$ cat src/hw/mips_defines.svh
`ifndef MIPS_DEFINES_SVH
`define MIPS_DEFINES_SVH

// Data path widths
`define MIPS_NB_DATA    32
`define MIPS_NB_REG     5
`define MIPS_NB_PC      32
`define MIPS_NB_IM_ADDR 8
`define MIPS_NB_BYTE    8

// Opcodes
`define OP_RTYPE 6'b000000
`define OP_ADDIU 6'b001001
`define OP_ORI   6'b001101
`define OP_LUI   6'b001111
`define OP_HALT  6'b111111

// R-type funct codes
`define FN_ADDU  6'b100001
`define FN_SUBU  6'b100011
`define FN_AND   6'b100100
`define FN_OR    6'b100101
`define FN_XOR   6'b100110
`define FN_SLT   6'b101010
`define FN_SLL   6'b000000

`endif

$ cat src/hw/mips_pkg.sv
`include "mips_defines.svh"

package mips_pkg;

    typedef logic [`MIPS_NB_DATA-1:0]    word_t;
    typedef logic [`MIPS_NB_REG-1:0]     reg_addr_t;
    typedef logic [`MIPS_NB_PC-1:0]      pc_t;
    typedef logic [`MIPS_NB_IM_ADDR-1:0] im_addr_t;
    typedef logic [`MIPS_NB_BYTE-1:0]    byte_t;

    typedef enum logic [3:0] {
        ALU_ADD,
        ALU_SUB,
        ALU_AND,
        ALU_OR,
        ALU_XOR,
        ALU_SLT,
        ALU_SLL,
        ALU_LUI,
        ALU_PASS_B
    } alu_op_e;

    typedef struct packed {
        word_t instr;
        pc_t   pc;
    } fetch_pkt_t;

    typedef struct packed {
        alu_op_e   alu_op;
        logic      use_imm;    // B operand from imm
        word_t     data_a;
        word_t     data_b;
        word_t     imm;        // Already extended
        logic [4:0] shamt;
        reg_addr_t rs;
        reg_addr_t rt;
        reg_addr_t dest;
        logic      reg_write;
        logic      halt;
        pc_t       pc;
    } issue_pkt_t;

    typedef struct packed {
        word_t     result;
        reg_addr_t dest;
        logic      reg_write;
        logic      halt;
        pc_t       pc;
    } exec_pkt_t;

    typedef struct packed {
        logic      en;
        reg_addr_t addr;
        word_t     data;
    } reg_write_t;

endpackage

$ cat src/hw/writeback_stage.sv
`timescale 1ns/1ps

module writeback_stage (
    input  logic                  i_clock,
    input  logic                  i_rst,
    input  mips_pkg::exec_pkt_t   i_exec,
    output mips_pkg::exec_pkt_t   o_fwd,
    output mips_pkg::reg_write_t  o_reg_write,
    output logic                  o_hlt
);

    // EX/WB register
    always_ff @(posedge i_clock) begin
        o_fwd <= i_exec;
        if (i_rst) begin
            o_fwd.reg_write <= 1'b0;
            o_fwd.halt      <= 1'b0;
        end
    end

    // r0 writes dropped here
    assign o_reg_write.en   = o_fwd.reg_write && (o_fwd.dest != '0);
    assign o_reg_write.addr = o_fwd.dest;
    assign o_reg_write.data = o_fwd.result;

    // Sticky until reset
    always_ff @(posedge i_clock) begin
        if (i_rst) begin
            o_hlt <= 1'b0;
        end else if (o_fwd.halt) begin
            o_hlt <= 1'b1;
        end
    end

endmodule

$ cat config.mk
export PLATFORM = sky130hd
export DESIGN_NAME = writeback_stage
export DESIGN_NICKNAME = d
export VERILOG_FILES = /design/src/hw/mips_pkg.sv /design/src/hw/writeback_stage.sv
export VERILOG_INCLUDE_DIRS = /design/src /design/src/hw
export SDC_FILE = /design/constraint.sdc
export NUM_CORES = 1
export LEC_CHECK = 0
export ABC_AREA = 1
export BUFFER_PORTS_ARGS = -buffer_cell sky130_fd_sc_hd__buf_2
export CORE_MARGIN = 8
export CORE_UTILIZATION = 37
export CTS_CLUSTER_DIAMETER = 30
export DETAILED_ROUTE_END_ITERATION = 16
export GPL_TIMING_DRIVEN = 1
export PLACE_DENSITY = 0.83
export SLEW_MARGIN = 15
export SYNTH_ARGS = -nofsm -noshare
export SYNTH_HDL_FRONTEND = slang
export SYNTH_SLANG_ARGS = --single-unit
$ cat constraint.sdc
create_clock -name i_clock -period 0.8 [get_ports i_clock]
set_input_delay 0.08 -clock i_clock [delete_from_list [all_inputs] [get_ports i_clock]]
set_output_delay 0.08 -clock i_clock [all_outputs]
set_load 0.005 [all_outputs]
==> results.yml <==
sta:
  worst_slew_pin_slew_ns: 0.112
  max_slew_margin_pct: 92.6
  fin_setup_tns_ns: -7.04
  setup_viol: 110
  final_critical_path_setup_slack_ns: -0.386
  grt_setup_unrepaired: "yes"
  finalCritPeriodShare_pct: 148
  finalCriticalPeriod_ns: 1.19
  maxClockFrequency_mhz: 843
  final_hold_viol_count: 0
  fin_worst_skew_ns: 0.0000358
  final_number_of_max_transition_violations: 0
power_and_ir_drop:
  post-layout-total-power_mw: 8.58
  sw_frac_of_total_pct: 20.4
  power_frac_clock_pct: 41.5
  total_switching_power_mw: 1.75
  vdd.ir_drop.worst_v: 0.00177
  power-per-cell-area_nw_per_um2: 2150
  leakage_nw: 1.96
  portion_of_total_power_attributed_to_combinational_logic_pct: 12.6
  pwr-share-seq_pct: 45.9
  internal_power_mw: 6.83
synthesis:
  synth_cell_type_count: 6
  synthesis.yosys.warnings: 0
  synthesis.area_per_instance_um2: 14.6
  mappedNetlistNets: 194
  synth.area.top_cells: "dfxtp_1, buf_4, nor2_1"
  synth_top_area_cell: "dfxtp_1"
  syn-cell-area_um2: 1770
  ys_ff_latch: 72
  netlist_instances: 121
  synth_top_area_share_pct: 81.6
  ys_seq_area_share_pct: 81.6
layout:
  mostFrequentLayoutCell: "buf_2"
  stdcell_count: 414
  leading_cell_types_in_the_layout_fill_and_taps_excluded: "buf_2, dlygate4sd3_1, buf_6"
  final.fill_count: 242
  synthToLayoutAreaGrowth_pct: 126
  post_route_cells_drive_above_1_share_pct: 72.1
  fin_nets: 426
placed_design:
  gpl.final_weighted_congestion: 0.684
  dp.final_hpwl_um: 4510
  cells_after_dpl: 320
  buffer_ports.inserted: 182
cts:
  tritoncts_clock_tree: "built"
  htreeDepth: 3
  cts_root_buffer: "clkbuf_8"
  clock_insertion_delay_worst_skew_ns: 0.33
  numCtsBuffers: 9
  clk_path_buf_depth: 2
  clk_transition_reported_paths_ns: 0.08
  cts.sink_count: 72
min_path:
  worstHoldStart: "i_exec[52]"
  hold_path_class: "in2reg"
  hold-path-endpoint: "o_fwd[52]$_DFF_P_"
  worstHoldPathCells: 2
floorplan:
  die_h_um: 85.1
  die_area_um2: 7240
  die_w_um: 85.1
  starting_density_pct: 37.9
  ports_placed_on_the_boundary: 183
  core-area_um2: 4660
  placement_rows: 25
global_routing:
  grt_max_degree: 13
  antenna_found_initial: 2
  grt_util_all_layers_pct: 19.7
  first_global_vias: 1976
  wire_length_of_the_first_global_routing_pass_um: 10600
  grt_remaining_overflow: 0
job:
  maxCapViolCount: 0
route:
  avgViaCountPerCell: 4.22
  drt.antenna.violating_nets: 0
  drt-pass1-iter-count: 4
  drtIter0Drc: 55
  drt-wirelength-per-cell_um: 19.8
  postRouteWirelength_um: 8180
  dr_total_vias: 1749
  drc: 0
worst_setup_path:
  regToRegStartpoint: "o_hlt$_SDFFE_PP0P_"
  crit_required_ns: 0.72
  reg2reg_depth: 2
  timing.setup.critical_path_class: "reg2out"
  timing.critical_path.fanout_max: 3
  critPathArrivalTime_ns: 1.11
  r2r_end: "o_hlt$_SDFFE_PP0P_"
  ff2ff_setup_slack_ns: 0.21
  worstSetupEndpointType: "output port"
  worst_setup_path_start_kind: "flip-flop"
status:
  run_status: "complete, but fails checks"
  violations: "setup timing"
## timing repair
item	in CTS	in global routing
hold buffers	72	0
pin swaps	1	1
endpoints found under the hold margin	72	0
endpoints found under the setup margin	110	110
gates resized for setup	51	77
setup buffers	1	3
## kinds of logic (layout without fill, tap and decap cells)
kind of cell | after synthesis | in the layout | share of synthesized area [%]
buffers and inverters | 41 | 278 | 16.6
DFF | 72 | 72 | 81.6
other | 0 | 2 | 0
and+or+nand+nor | 8 | 8 | 1.77
## state kept, by name, summed over array words and instances (netlist names)
name and cells:
o_fwd 71, o_hlt 1
## cell usage after synthesis, drive strengths merged
| cell type | count |
|---|---|
| nor2 | 6 |
| nand2 | 1 |
| nand3 | 1 |
| dfxtp | 72 |
| inv | 4 |
| buf | 37 |
## layout make-up
cell class	instances	area, um2	share of cell area, %
timing repair buffer	258	2100	52.6
tap	54	67.6	1.69
antenna	2	5.00	0.126
inverter	4	15.0	0.377
clock inverter	4	98.8	2.48
multi-input combinational	8	36.3	0.910
clock buffer	12	155	3.89
sequential	72	1510	37.9
## worst max path at each step
stage / startpoint / endpoint / slack, ns
finish: o_fwd[35]$_DFF_P_ / o_reg_write[37] / -0.39
floorplan: o_fwd[34]$_DFF_P_ / o_reg_write[37] / 0.16
global placement: o_fwd[38]$_DFF_P_ / o_reg_write[37] / 0.06
detailed placement: o_fwd[34]$_DFF_P_ / o_reg_write[37] / -0.01
CTS: o_fwd[37]$_DFF_P_ / o_reg_write[37] / -0.35
global route: o_fwd[35]$_DFF_P_ / o_reg_write[37] / -0.46
## power groups by stage
| stage | sequential, mW | combinational (mW) | clock [mW] |
|---|---|---|---|
| 3_5_place_dp | 3.93 | 0.539 | 0 |
| 3_3_place_gp | 3.92 | 0.525 | 0 |
| 6_report | 3.94 | 1.08 | 3.56 |
| 4_1_cts | 3.87 | 0.883 | 3.58 |
| 5_1_grt | 3.95 | 1.13 | 3.80 |
| 2_1_floorplan | 3.96 | 0.160 | 0 |
## critical path, cell delays in order, from the launching register on
cell,delay (ns)
dfxtp_2,0.34
nor2_2,0.11
nand3_1,0.10
nand2_1,0.08
inv_1,0.04
buf_2,0.12
## stage by stage
step           worst slack [ns]  hold WS, ns  utilization (%)  area, um2
5_1_grt                  -0.459        0.361             85.5       3990
4_1_cts                  -0.351        0.360             77.5       3610
3_5_place_dp            -0.0118        0.184             52.9       2470
3_3_place_gp             0.0579        0.182             52.9       2470
6_report                 -0.386        0.377             85.5       3990
2_1_floorplan             0.156        0.108                -       1770
## per-layer routing
layer | GRT usage, % | up-vias | routed length, um
met5 | 0 | - | 0
met4 | 10.4 | 0 | 157
met3 | 9.56 | 15 | 875
met2 | 39.3 | 109 | 4740
met1 | 14.8 | 831 | 2410
li1 | - | 794 | -
Note: power is estimated with default switching activity, not from simulation.
