File: config.mk
export PLATFORM = sky130hd
export DESIGN_NAME = fetch_stage
export DESIGN_NICKNAME = d
export VERILOG_FILES = /design/src/hw/mips_pkg.sv /design/src/hw/fetch_stage.sv
export VERILOG_INCLUDE_DIRS = /design/src /design/src/hw
export SDC_FILE = /design/constraint.sdc
export NUM_CORES = 2
export LEC_CHECK = 0
export ABC_AREA = 0
export BUFFER_PORTS_ARGS = -buffer_cell sky130_fd_sc_hd__buf_2
export CAP_MARGIN = 20
export CORE_ASPECT_RATIO = 0.8
export CORE_MARGIN = 4
export CORE_UTILIZATION = 43
export DETAILED_ROUTE_END_ITERATION = 8
export PLACE_DENSITY = 0.57
export SLEW_MARGIN = 20
export SYNTH_ARGS = -nofsm -noshare
export SYNTH_HDL_FRONTEND = slang
export SYNTH_SLANG_ARGS = --single-unit
File: constraint.sdc
create_clock -name i_clock -period 2.2 [get_ports i_clock]
set_input_delay 0.11 -clock i_clock [delete_from_list [all_inputs] [get_ports i_clock]]
set_output_delay 0.11 -clock i_clock [all_outputs]
set_load 0.005 [all_outputs]
File: src/hw/mips_defines.svh
`ifndef MIPS_DEFINES_SVH
`define MIPS_DEFINES_SVH

// Data path widths
`define MIPS_NB_DATA    32
`define MIPS_NB_REG     5
`define MIPS_NB_PC      32
`define MIPS_NB_IM_ADDR 8
`define MIPS_NB_BYTE    8

// Opcodes
`define OP_RTYPE 6'b000000
`define OP_ADDIU 6'b001001
`define OP_ORI   6'b001101
`define OP_LUI   6'b001111
`define OP_HALT  6'b111111

// R-type funct codes
`define FN_ADDU  6'b100001
`define FN_SUBU  6'b100011
`define FN_AND   6'b100100
`define FN_OR    6'b100101
`define FN_XOR   6'b100110
`define FN_SLT   6'b101010
`define FN_SLL   6'b000000

`endif

File: src/hw/mips_pkg.sv
`include "mips_defines.svh"

package mips_pkg;

    typedef logic [`MIPS_NB_DATA-1:0]    word_t;
    typedef logic [`MIPS_NB_REG-1:0]     reg_addr_t;
    typedef logic [`MIPS_NB_PC-1:0]      pc_t;
    typedef logic [`MIPS_NB_IM_ADDR-1:0] im_addr_t;
    typedef logic [`MIPS_NB_BYTE-1:0]    byte_t;

    typedef enum logic [3:0] {
        ALU_ADD,
        ALU_SUB,
        ALU_AND,
        ALU_OR,
        ALU_XOR,
        ALU_SLT,
        ALU_SLL,
        ALU_LUI,
        ALU_PASS_B
    } alu_op_e;

    typedef struct packed {
        word_t instr;
        pc_t   pc;
    } fetch_pkt_t;

    typedef struct packed {
        alu_op_e   alu_op;
        logic      use_imm;    // B operand from imm
        word_t     data_a;
        word_t     data_b;
        word_t     imm;        // Already extended
        logic [4:0] shamt;
        reg_addr_t rs;
        reg_addr_t rt;
        reg_addr_t dest;
        logic      reg_write;
        logic      halt;
        pc_t       pc;
    } issue_pkt_t;

    typedef struct packed {
        word_t     result;
        reg_addr_t dest;
        logic      reg_write;
        logic      halt;
        pc_t       pc;
    } exec_pkt_t;

    typedef struct packed {
        logic      en;
        reg_addr_t addr;
        word_t     data;
    } reg_write_t;

endpackage

File: src/hw/fetch_stage.sv
`timescale 1ns/1ps
`include "mips_defines.svh"

module fetch_stage (
    input  logic                  i_clock,
    input  logic                  i_rst,
    input  logic                  i_run,
    input  logic                  i_fetch_hold,
    input  logic                  i_im_write_enable,
    input  mips_pkg::im_addr_t    i_im_address,
    input  mips_pkg::byte_t       i_im_data,
    output mips_pkg::fetch_pkt_t  o_fetch,
    output mips_pkg::pc_t         o_last_pc
);

    localparam int IM_DEPTH = 1 << `MIPS_NB_IM_ADDR;

    mips_pkg::byte_t  imem [IM_DEPTH];
    mips_pkg::pc_t    pc;
    mips_pkg::word_t  instr;
    logic [`MIPS_NB_IM_ADDR-3:0] word_idx;
    logic             advance;

    assign advance  = i_run && !i_fetch_hold;
    assign word_idx = pc[`MIPS_NB_IM_ADDR-1:2];

    // Big endian, lowest byte address is the MSB
    assign instr = {imem[{word_idx, 2'd0}],
                    imem[{word_idx, 2'd1}],
                    imem[{word_idx, 2'd2}],
                    imem[{word_idx, 2'd3}]};

    always_ff @(posedge i_clock) begin
        if (i_im_write_enable) begin
            imem[i_im_address] <= i_im_data;  // Debug loader
        end
    end

    always_ff @(posedge i_clock) begin
        if (i_rst) begin
            pc <= '0;
        end else if (advance) begin
            pc <= pc + 32'd4;
        end
    end

    // IF/ID register, a zero word is the bubble
    always_ff @(posedge i_clock) begin
        if (i_rst) begin
            o_fetch <= '0;
        end else if (advance) begin
            o_fetch.instr <= instr;
            o_fetch.pc    <= pc;
        end else begin
            o_fetch.instr <= '0;  // Keep pc for o_last_pc
        end
    end

    assign o_last_pc = o_fetch.pc;

endmodule

==> metrics <==
status=complete, but fails checks; failing checks=setup timing; Std-Cell Rows=between 100 and 150; Iteration-0 DRC Markers=4,981; storage element area=between 60,000 and 70,000 µm²; PD cells=838 nW/µm²; Synth Cell Area=82,200 µm²; type of the worst setup path=reg -> reg; # fillers=15.1k; Clock transition at path regs=~0.06 ns; Hold WC Path Type=in -> reg; Critical Path Max Stage Delay=0.55 ns; post-synth cell types=56; yosys warns=0; M3 GR Usage=0.0683; Seq/Total Area, Yosys=0.770; first-pass GRT wire length=319,000 µm; max-slew violations=0; startpoint types=register; ranking of synthesized cells by area=edfxtp_1 (75%), mux4_2 (8.6%), mux2i_1 (3.8%), dfxtp_1 (2.2%), nor2_1 (1.5%); Syn Inst Count=4,297; routing usage on met1=0.331; Layout Skew=0.0698 ns; CTS sink cnt=approximately 2.1k; WL per Instance=28.6 µm; TritonCTS clock tree=done; final period utilization=1.03; Starting Density=0.433; DRC Markers=0; RSZ-0062 raised after global routing=yes; largest family of logic cells by synthesized area=multiplexers; pre-CTS WS=-0.264 ns; GRT Max-Usage Layer=met1; synthesis-stage register bit count=2,140; simple-gate share of the synthesized area=0.0404; Final #Nets=between 5k and 6k; most common library cell in the layout ignoring fill and taps=edfxtp_1; Yosys top cell by area=edfxtp_1; TritonRoute pass-1 iters=5; VDD IR max=708 µV; mux cell area share after synthesis=0.128; DR vias/cell=~5.7; Hold Fails Final Rpt=0; worst-path cell chain=buf_12 -> buf_16 -> mux4_2 -> o22ai_2 -> nor2_1 -> buf_4 -> nand4_1 -> o22ai_2; Antenna Nets Post-Route=0; Net Sw Frac=0.210; FF-to-FF setup slack=-0.06 ns; Inserted Clock Buffers=203; CP most frequent cell=o22ai_2; Leak Pwr=31.9 nW; layout cells sized above 1=0.317; Die Area=198,000 µm²; GR Layer Usage met2=0.326; min Tclk post-route=2.26 ns; final worst setup slack=-0.0589 ns; asr flop ratio synth=0; Critical-path top delay cell=mux4_2; clk root buf=clkbuf_16; commonest cells after routing, fill and taps aside=edfxtp_1 (2,048), buf_4 (645), nor2_1 (321); GRT Overall Usage=0.224; sw power=17.6 mW; Clock power frac=0.417; Area Overhead vs Synth=21.2%; Die Height=399 µm; XOR/XNOR Fraction of Synth Area=0.00309; pin count of the biggest net entering global routing=84; Slew headroom=0.406; H-tree depth=4; CP max FO=13; drt total wl=about 220,000 µm; # setup viols final=3; port bufs=112; EDFF count, synth=just over 2k; Clk Latency, worst-skew pair=a little over 0.8 ns; final core occ=0.525; syn_area_per_cell=19.1 µm²; CP Capture Type=register; Vias=44.5k; register share of total power=0.535; Gate power share=0.048; I/O pin count=approximately 120; max cap viols=0; cell-internal power=66.0 mW; complex-gate fraction of the synthesized area=0.0379; Worst Path Arrival=just under 3 ns; Final Wtd Congestion=0.853; DP HPWL=148,000 µm; Fmax=~440 MHz; post-synthesis adder-cell area fraction=0.000152; Max Root-Sink Buffers=3; Multi-input gate area=approximately 18,000 µm²; Overflow after GRT=0; Synth Flop Type=edfxtp_1; vias in the first global route=approximately 44k; Worst Tran Pin Value=0.890 ns; antenna violations before repair=19; Core Region=190,000 µm²; Die X=around 500 µm; Synth top area share=0.748; CP required=2.89 ns
-- Yosys cell counts, types with 20 or more instances --
library cell	count
dfxtp_1	92
nor4_1	24
a22oi_1	64
mux4_2	314
a21oi_1	103
a211oi_1	52
nor2_1	336
buf_2	93
xor2_1	24
o22ai_1	168
and4_1	25
nor2b_1	64
buf_4	74
mux2_2	33
edfxtp_1	2048
nand4_1	50
nand2_1	120
clkbuf_1	121
mux2i_1	312
nand3_1	33
o221ai_1	20
a221oi_1	20
a22o_1	20
-- per-layer routing --
metal,vias up,part of all wire
met3,304,0.097
met1,23300,0.44
met2,1782,0.44
met5,-,0.00018
met4,6,0.023
li1,19100,-
-- power groups by stage --
stage / combinational, mW / sequential, mW / clock [mW]
after CTS: 3.87 / 44.7 / 35.5
after floorplan: 1.75 / 45.6 / 0
after global routing: 4.25 / 44.7 / 37.3
final: 4.00 / 44.7 / 34.8
after detailed placement: 3.74 / 45.6 / 0
after global placement: 3.70 / 45.6 / 0
-- through the flow --
step / instance area, µm² / std cells / setup TNS, ns / hold WS [ns] / total power, mW
final: 99700 / 7835 / -0.154 / 0.142 / 83.6
after global routing: 99700 / 7832 / -1.07 / 0.121 / 86.3
after CTS: 98800 / 7798 / -0.0197 / 0.0571 / 84.1
after detailed placement: 91400 / 7391 / -2.05 / 0.461 / 49.3
after global placement: 91400 / 7391 / -1.87 / 0.454 / 49.3
after floorplan: 82200 / 4300 / 0 / 0.209 / 47.3
-- state kept, by name (all words and copies together) (netlist names) --
signal	cells
imem	2048
o_last_pc	30
pc	30
o_fetch	32
-- path summary, 6_finish.rpt --
| check | start | end | depth (start not counted) |
|---|---|---|---|
| worst max-delay path | pc[2] | o_fetch[54] | 8 |
| worst min-delay path | i_im_address[1] | imem[195][6] | 4 |
| worst max register to register | pc[2] | o_fetch[54] | 8 |
| worst min register to register | o_last_pc[14] | o_last_pc[14] | 2 |
-- cell type report --
class / count / area share
Sequential cell: 2140 / 0.635
Multi-Input combinational cell: 1856 / 0.182
Timing Repair Buffer: 920 / 0.0842
Clock buffer: 258 / 0.0542
Tap cell: 2537 / 0.0318
Clock inverter: 116 / 0.0122
Antenna cell: 6 / 0.000151
Inverter: 2 / 0.0000753
-- critical path: cells and delay by family (launching register included) --
kind	cells	cell delay [ns]
multiplexers	1	0.55
AO/OA/AOI/OAI	2	0.29
flip-flops	1	0.47
buffers and inverters	3	0.53
AND/OR/NAND/NOR	2	0.26
-- timing repair --
item	CTS	global route
endpoints found under the hold margin	1249	0
setup buffers	12	30
resized for setup	77	128
cloned	1	5
hold buffers	21	0
pin swaps	13	15
setup endpoints to repair	25	41
-- kinds of logic after synthesis --
family,count (synthesis)
buffers and inverters,304
adders and majority gates,1
muxes,659
DFF,2140
other,1
and+or+nand+nor,691
xor gates and xnor gates,29
AOI/OAI and AO/OA,472
(Power assumes the default switching activity.)
