==> src/hw/mips_defines.svh <==
`ifndef MIPS_DEFINES_SVH
`define MIPS_DEFINES_SVH

// Data path widths
`define MIPS_NB_DATA    32
`define MIPS_NB_REG     5
`define MIPS_NB_PC      32
`define MIPS_NB_IM_ADDR 8
`define MIPS_NB_BYTE    8

// Opcodes
`define OP_RTYPE 6'b000000
`define OP_ADDIU 6'b001001
`define OP_ORI   6'b001101
`define OP_LUI   6'b001111
`define OP_HALT  6'b111111

// R-type funct codes
`define FN_ADDU  6'b100001
`define FN_SUBU  6'b100011
`define FN_AND   6'b100100
`define FN_OR    6'b100101
`define FN_XOR   6'b100110
`define FN_SLT   6'b101010
`define FN_SLL   6'b000000

`endif

==> src/hw/mips_pkg.sv <==
`include "mips_defines.svh"

package mips_pkg;

    typedef logic [`MIPS_NB_DATA-1:0]    word_t;
    typedef logic [`MIPS_NB_REG-1:0]     reg_addr_t;
    typedef logic [`MIPS_NB_PC-1:0]      pc_t;
    typedef logic [`MIPS_NB_IM_ADDR-1:0] im_addr_t;
    typedef logic [`MIPS_NB_BYTE-1:0]    byte_t;

    typedef enum logic [3:0] {
        ALU_ADD,
        ALU_SUB,
        ALU_AND,
        ALU_OR,
        ALU_XOR,
        ALU_SLT,
        ALU_SLL,
        ALU_LUI,
        ALU_PASS_B
    } alu_op_e;

    typedef struct packed {
        word_t instr;
        pc_t   pc;
    } fetch_pkt_t;

    typedef struct packed {
        alu_op_e   alu_op;
        logic      use_imm;    // B operand from imm
        word_t     data_a;
        word_t     data_b;
        word_t     imm;        // Already extended
        logic [4:0] shamt;
        reg_addr_t rs;
        reg_addr_t rt;
        reg_addr_t dest;
        logic      reg_write;
        logic      halt;
        pc_t       pc;
    } issue_pkt_t;

    typedef struct packed {
        word_t     result;
        reg_addr_t dest;
        logic      reg_write;
        logic      halt;
        pc_t       pc;
    } exec_pkt_t;

    typedef struct packed {
        logic      en;
        reg_addr_t addr;
        word_t     data;
    } reg_write_t;

endpackage

==> src/hw/execute_stage.sv <==
`timescale 1ns/1ps

module execute_stage (
    input  mips_pkg::issue_pkt_t  i_issue,
    input  mips_pkg::exec_pkt_t   i_fwd,
    output mips_pkg::exec_pkt_t   o_exec
);

    logic            fwd_a;
    logic            fwd_b;
    mips_pkg::word_t op_a;
    mips_pkg::word_t reg_b;
    mips_pkg::word_t op_b;
    mips_pkg::word_t result;

    // Result one stage ahead overrides stale register values
    assign fwd_a = i_fwd.reg_write && (i_fwd.dest != '0) && (i_fwd.dest == i_issue.rs);
    assign fwd_b = i_fwd.reg_write && (i_fwd.dest != '0) && (i_fwd.dest == i_issue.rt);

    assign op_a  = fwd_a ? i_fwd.result : i_issue.data_a;
    assign reg_b = fwd_b ? i_fwd.result : i_issue.data_b;
    assign op_b  = i_issue.use_imm ? i_issue.imm : reg_b;

    always_comb begin
        case (i_issue.alu_op)
            mips_pkg::ALU_ADD: begin
                result = op_a + op_b;
            end
            mips_pkg::ALU_SUB: begin
                result = op_a - op_b;
            end
            mips_pkg::ALU_AND: begin
                result = op_a & op_b;
            end
            mips_pkg::ALU_OR: begin
                result = op_a | op_b;
            end
            mips_pkg::ALU_XOR: begin
                result = op_a ^ op_b;
            end
            mips_pkg::ALU_SLT: begin
                result = {31'b0, ($signed(op_a) < $signed(op_b))};  // Signed compare
            end
            mips_pkg::ALU_SLL: begin
                result = op_b << i_issue.shamt;
            end
            mips_pkg::ALU_LUI: begin
                result = {op_b[15:0], 16'b0};
            end
            default: begin
                result = op_b;  // PASS_B
            end
        endcase
    end

    always_comb begin
        o_exec.result    = result;
        o_exec.dest      = i_issue.dest;
        o_exec.reg_write = i_issue.reg_write;
        o_exec.halt      = i_issue.halt;
        o_exec.pc        = i_issue.pc;
    end

endmodule

==> config.mk <==
export PLATFORM = sky130hd
export DESIGN_NAME = execute_stage
export DESIGN_NICKNAME = d
export VERILOG_FILES = /design/src/hw/mips_pkg.sv /design/src/hw/execute_stage.sv
export VERILOG_INCLUDE_DIRS = /design/src /design/src/hw
export SDC_FILE = /design/constraint.sdc
export NUM_CORES = 1
export LEC_CHECK = 0
export BUFFER_PORTS_ARGS = -buffer_cell sky130_fd_sc_hd__buf_2
export CORE_MARGIN = 5
export CORE_UTILIZATION = 35
export DETAILED_ROUTE_END_ITERATION = 8
export PLACE_DENSITY_LB_ADDON = 0.25
export RECOVER_POWER = 50
export SYNTH_ARGS = -nofsm -noshare
export SYNTH_HDL_FRONTEND = slang
export SYNTH_SLANG_ARGS = --single-unit
==> constraint.sdc <==
create_clock -name vclk -period 4.68
set_input_delay 0.234 -clock vclk [all_inputs]
set_output_delay 0.234 -clock vclk [all_outputs]
set_load 0.005 [all_outputs]
==> results of run 1 <==
[worst max path at each step]
stage | start | endpoint | slack (ps) | cells after the start
global route | i_fwd[36] | o_exec[62] | -560 | 23
finish | i_fwd[36] | o_exec[62] | -420 | 23
detailed placement | i_fwd[34] | o_exec[61] | -860 | 20
global placement | i_fwd[34] | o_exec[61] | -900 | 20
floorplan | i_issue[150] | o_exec[68] | 30 | 17
CTS | i_fwd[35] | o_exec[62] | -300 | 21
[per-layer routing]
| layer | vias up | global-route usage | wire, um |
|---|---|---|---|
| met5 | - | 0 | 19 |
| met4 | 2 | 0.0953 | 1970 |
| met3 | 126 | 0.0803 | 6380 |
| met2 | 836 | 0.503 | 22900 |
| met1 | 6174 | 0.462 | 22500 |
| li1 | 5771 | - | - |
[synthesized netlist by cell type, types with 39 or more instances]
| library cell | number |
|---|---|
| a21oi_1 | 106 |
| nor2_1 | 105 |
| nor3_1 | 41 |
| buf_4 | 39 |
| ha_1 | 104 |
| mux2i_1 | 57 |
| mux2_2 | 57 |
| nand2_1 | 111 |
| inv_1 | 99 |
| o21ai_0 | 87 |
| clkbuf_1 | 82 |
[stage by stage]
step,TNS [ps],cells,cell area (um^2),utilization
final,-4080,2091,14000,0.523
after global routing,-6850,2090,14000,0.523
after CTS,-2790,2074,13500,0.507
after global placement,-12030,2047,12500,0.467
after floorplan,0,1347,9410,-
after detailed placement,-12360,2047,12500,0.467
[repair_timing]
item                       in CTS  in global routing
setup endpoints to repair      23                 23
pin swaps                      59                 56
gates cloned                    1                  0
setup buffers                  29                 20
resized for setup             165                 77
[layout make-up]
cell class,instances,area share
well taps,341,0.0305
diodes,1,0.000179
repair buffers,541,0.268
multi-input cells,1107,0.674
inverters,101,0.0271
[power breakdown]
part	total, mW	internal [mW]	switching [mW]
clock	0.00000000397	0.00000000396	0
sequential	0	0	0
combinational	2.10	0.963	1.14
[kinds of logic after synthesis]
logic type / after synthesis / share of synthesized area
muxes: 146 / 0.201
AOI/OAI and AO/OA: 450 / 0.327
buffers and inverters: 240 / 0.114
and+or+nand+nor: 376 / 0.189
xor gates and xnor gates: 29 / 0.0270
adders and majority gates: 106 / 0.143
==> results.cfg, run 1 <==
[layout]
n_fill_cell = 2654
layout_commonest_cell = buf_4
ff_latch_area_um2 = 0
drive_above_1_share = 0.453
seq_cell_count = 0
final_net_count = 2083
multi_input_area_um2 = 9430
area_growth_pct = 48.8
layout_common_cells = 331 x buf_4, 180 x buf_2, 106 x nand2_1, 103 x nor2_1, 95 x inv_1
clock_buffers = 0

[detailed_routing]
routed-via-count = 12909
drcViolationCount = 0
viasPerCell = 6.17
finalWirelength_um = 53700
final_antenna_net_count = 0
drtPass1Iterations = 6
drt_iter0_drc = 1613
routedWlPerCell_um = 25.7

[power_and_ir_drop]
ir_drop_mv = 0.0756
p_leak_nw = 6.40
finalPower_mw = 2.10
power.density_nw_per_um2 = 150

[global_route]
grt-ovfl-total = 0
track_usage = 0.330
grt_pass1_vias = 12325
antenna_found_initial = 2
grt_pass1_wl_um = 77600
grt_max_degree = 50

[die]
die-area_um2 = 30200
ios = 297
initial_core_util = 0.352
design.core.area_um2 = 26700
num_rows = 60
fp.dieH_um = 174
die_x_um = 174

[sta]
hold_violations = 0
worst_slew_pin_slew_ps = 786
finalSetupViolations = 18
fin_hold_ws_ps = 468
setup_slack_ps = -417
min_period_over_period = 1.09
clock.fmax_mhz = 196
rsz0062_at_grt = yes
relSlewSlack = 0.473
maxSlewViolCount = 0
period_minus_slack_ps = 5100

[status]
violations = negative setup slack
status = complete, but fails checks

[setup_path]
slowest_delay_ps = 560
crit_arrival_ps = 4860
crit_chain = buf_6 -> or4_4 -> o21ai_4 -> nor4_4 -> buf_6 -> buf_4 -> buf_4 -> mux2_4 -> buf_6 -> ha_4 -> and4_4 -> nand3_2 -> or4b_4 -> o211ai_1 -> buf_4 -> a31oi_4 -> buf_4 -> nor2_2 -> a31oi_1 -> xnor2_1 -> a221oi_1 -> a22oi_1 -> buf_2
path_delay_family = simple AND/OR/NAND/NOR gates
path_buf_inv = 8
path_common_cell = buf_4
cp-end-kind = output port
start_kind = input pin
cp.required_ps = 4450
crit_slowest_cell = or4_4
cp_max_fo = 6
critical_path_class = in -> out

[synthesis]
yosysSeqAreaShare = 0
synth_fp_nets = 1679
synthTopCellsByArea = ha_1 14%, mux2_2 6.8%, mux4_2 6.7%, mux2i_1 6.1%, a21oi_1 5.6%
yosys.cell_types.count = 83
yosysTopAreaCell = ha_1
syn-cell-area_um2 = 9400
ys.warnings.count = 0
syn_inst = 1347
yosys.area.top_type_share = 0.138
syn_area_per_cell_um2 = 6.98

[placed_design]
place.gp.congestion = 1.06
place_hpwl_um = 42900
dp_slack_ps = -863
numPortBuffers = 186

[hold_path]
hold_end = o_exec[10]
hold_path_class = in -> out
holdPathStages = 0
hp-start = i_issue[10]

[flow_run]
cap_violations = 0

[clock_network]
hold_buffers = 0
(Power assumes the default switching activity.)
==> inputs of run 2 (changes only) <==
Settings changed: SETUP_SLACK_MARGIN set to 0.05.
==> results.cfg, run 2 (same netlist as run 1, synthesis figures left out) <==
[detailed_routing]
routedWlPerCell_um = 25.6
final_antenna_net_count = 0
drcViolationCount = 0
viasPerCell = 6.19
routed-via-count = 12910
finalWirelength_um = 53400
drt_iter0_drc = 1573
drtPass1Iterations = 5

[power_and_ir_drop]
swShare = 0.542
p_leak_nw = 6.40
p_clk_frac = 0
p_comb_frac = 1.000
ir_drop_mv = 0.0703
internal_power_mw = 0.984
seqPwrFrac = 0
finalPower_mw = 2.15
power.density_nw_per_um2 = 151
p_sw_mw = 1.16

[layout]
clock_buffers = 0
layout_commonest_cell = buf_4
layout_common_cells = 318 x buf_4, 184 x buf_2, 106 x nand2_1, 102 x nor2_1, 91 x inv_1
drive_above_1_share = 0.466
final_net_count = 2077
diodes = 0
finish.utilization = 0.530
fin_cells = 2084
area_growth_pct = 50.8
ff_latch_area_um2 = 0
seq_cell_count = 0

[sta]
rsz0062_at_grt = yes
setup_slack_ps = -448
relSlewSlack = 0.306
clock.fmax_mhz = 195
fin_hold_ws_ps = 468
period_minus_slack_ps = 5130
worst_slew_pin_slew_ps = 1030
maxSlewViolCount = 0
finalSetupViolations = 21
hold_violations = 0
min_period_over_period = 1.10

[global_route]
grt_pass1_vias = 12389
track_usage = 0.330
grt_max_degree = 50
grt_pass1_wl_um = 78100
antenna_found_initial = 1
grt-ovfl-total = 0

[setup_path]
start_kind = input pin
path_buf_inv = 10
path_delay_family = buffers and inverters
critical_path_class = in -> out
cp-end-kind = output port
crit_arrival_ps = 4890
crit_slowest_cell = or4_4
path_common_cell = buf_4
cp.required_ps = 4450
slowest_delay_ps = 540
cp_max_fo = 8

[placed_design]
numPortBuffers = 186
place_hpwl_um = 42700
dp_cells = 2048
place.gp.congestion = 1.01

[die]
num_rows = 60
initial_core_util = 0.352
die-area_um2 = 30200
ios = 297
design.core.area_um2 = 26700
die_x_um = 174
fp.dieH_um = 174

[clock_network]
hold_buffers = 0

[hold_path]
hold_path_class = in -> out

[flow_run]
cap_violations = 0

[status]
status = complete, but fails checks
violations = negative setup slack
run 2: worst paths after layout:
path               startpoint         end  cells after the start
setup / recovery    i_fwd[35]  o_exec[62]                     25
hold / removal    i_issue[10]  o_exec[10]                      0
run 2: area by class of cell:
cell class                      instances  area (um^2)
Fill cell                            2602        12600
Tap cell                              341          427
Multi-Input combinational cell       1107         9650
Timing Repair Buffer                  535         3710
Inverter                              101          384
run 2: power by group through the flow:
stage	Sequential (mW)	Clock, mW	Combinational (mW)
after floorplan	0	0	0.931
after global placement	0	0	1.75
after detailed placement	0	0	1.74
after CTS	0	0	1.98
after global routing	0	0	2.26
final	0	0	2.15
run 2: through the flow:
stage | cell area, um^2 | setup TNS [ps] | worst slack, ps
CTS | 13700 | -3800 | -412
finish | 14200 | -5280 | -448
floorplan | 9420 | 0 | 53.7
global route | 14200 | -8100 | -589
global placement | 12500 | -11500 | -710
detailed placement | 12500 | -11920 | -756
run 2: metal layers:
layer	vias up	GRT usage	wire [um]
li1	5765	-	-
met1	6237	0.457	22700
met2	791	0.503	22900
met3	113	0.0870	5960
met4	4	0.0957	1880
met5	-	0	24
run 2: what timing repair did:
item / CTS / global route
buffers inserted: 27 / 15
endpoints found under the setup margin: 24 / 24
pin swaps: 83 / 65
resized for setup: 200 / 85
cloned: 0 / 0
==> inputs of run 3 (changes only) <==
Settings changed: CORE_MARGIN 5 to 2, PLACE_DENSITY set to 0.63, PLACE_DENSITY_LB_ADDON 0.25 to not set, TNS_END_PERCENT set to 1.
==> results.cfg, run 3 (same netlist as run 1, synthesis figures left out) <==
[status]
status = complete, but fails checks
violations = negative setup slack

[layout]
final_net_count = 2055
clock_buffers = 0
seq_cell_count = 0
ff_latch_area_um2 = 0
layout_common_cells = 311 x buf_4, 185 x buf_2, 108 x nand2_1, 104 x nor2_1, 97 x inv_1
finish.utilization = 0.514
layout_commonest_cell = buf_4
area_growth_pct = 43.3
drive_above_1_share = 0.428

[die]
num_rows = 59
ios = 297
die-area_um2 = 28200
fp.dieH_um = 168
design.core.area_um2 = 26200
initial_core_util = 0.359
die_x_um = 168

[detailed_routing]
final_antenna_net_count = 0
finalWirelength_um = 50800
drtPass1Iterations = 7
routedWlPerCell_um = 24.6
viasPerCell = 6.18
routed-via-count = 12724
drcViolationCount = 0
drt_iter0_drc = 1414

[placed_design]
place_hpwl_um = 40400
dp_slack_ps = -828
numPortBuffers = 186
place.gp.congestion = 1.03

[sta]
finalSetupViolations = 23
rsz0062_at_grt = yes
hold_violations = 0
setup_slack_ps = -567
min_period_over_period = 1.12
period_minus_slack_ps = 5250
worst_slew_pin_slew_ps = 1120
clock.fmax_mhz = 191
maxSlewViolCount = 0
relSlewSlack = 0.245

[flow_run]
cap_violations = 0

[clock_network]
hold_buffers = 0

[global_route]
grt-ovfl-total = 0
antenna_found_initial = 3
grt_pass1_wl_um = 73400
grt_max_degree = 54
grt_pass1_vias = 12148
track_usage = 0.339

[setup_path]
cp_max_fo = 7
cp.required_ps = 4450
crit_arrival_ps = 5010
cp-end-kind = output port
critical_path_class = in -> out
start_kind = input pin

[hold_path]
hold_path_class = in -> out
[run 3: worst paths after layout]
kind / start / endpoint / slack (ps) / cells past startpoint
setup / recovery: i_fwd[35] / o_exec[64] / -570 / 23
hold / removal: i_issue[23] / o_exec[23] / 470 / 0
[run 3: worst max-delay path, cell delays in order]
cell and delay, ps:
buf_2 120, buf_6 120, xor2_2 150, or4b_4 550
nor2_4 200, buf_6 180, mux2_4 320, mux2i_1 160
buf_4 160, inv_2 50, ha_4 270, and3_4 200
nand3_2 90, or4b_4 530, o211ai_1 200, a31oi_2 190
buf_4 180, o21a_1 190, a21oi_2 150, xnor2_2 170
nand2_1 120, a32oi_2 300, buf_2 170
[run 3: routing by layer]
| layer | global-route usage | routed length (um) | vias to the layer above | part of all wire |
|---|---|---|---|---|
| met5 | 0 | 0 | - | 0 |
| met4 | 0.148 | 2580 | 0 | 0.051 |
| met3 | 0.105 | 6340 | 161 | 0.12 |
| met2 | 0.510 | 21300 | 852 | 0.42 |
| met1 | 0.446 | 20500 | 5984 | 0.40 |
| li1 | - | - | 5727 | - |
[run 3: area by class of cell]
cell class / count / area [um^2]
diodes: 3 / 7.51
well taps: 335 / 419
fillers: 2593 / 12700
multi-input cells: 1107 / 9190
inverters: 101 / 379
repair buffers: 513 / 3470
[run 3: metrics by stage]
step / hold WS [ps] / instance area, um^2 / setup TNS [ps] / instances
6_report: 468 / 13500 / -6790 / 2059
5_1_grt: 468 / 13500 / -9710 / 2056
2_1_floorplan: 549 / 9410 / 0 / 1347
4_1_cts: 468 / 13100 / -6340 / 2055
3_3_place_gp: 468 / 12400 / -10410 / 2036
3_5_place_dp: 468 / 12400 / -11680 / 2036
[run 3: timing repair]
action,in CTS,in global routing
setup buffers,19,1
pin swaps,38,28
resized for setup,99,78
setup endpoints to repair,25,26
endpoints found under the hold margin,0,0
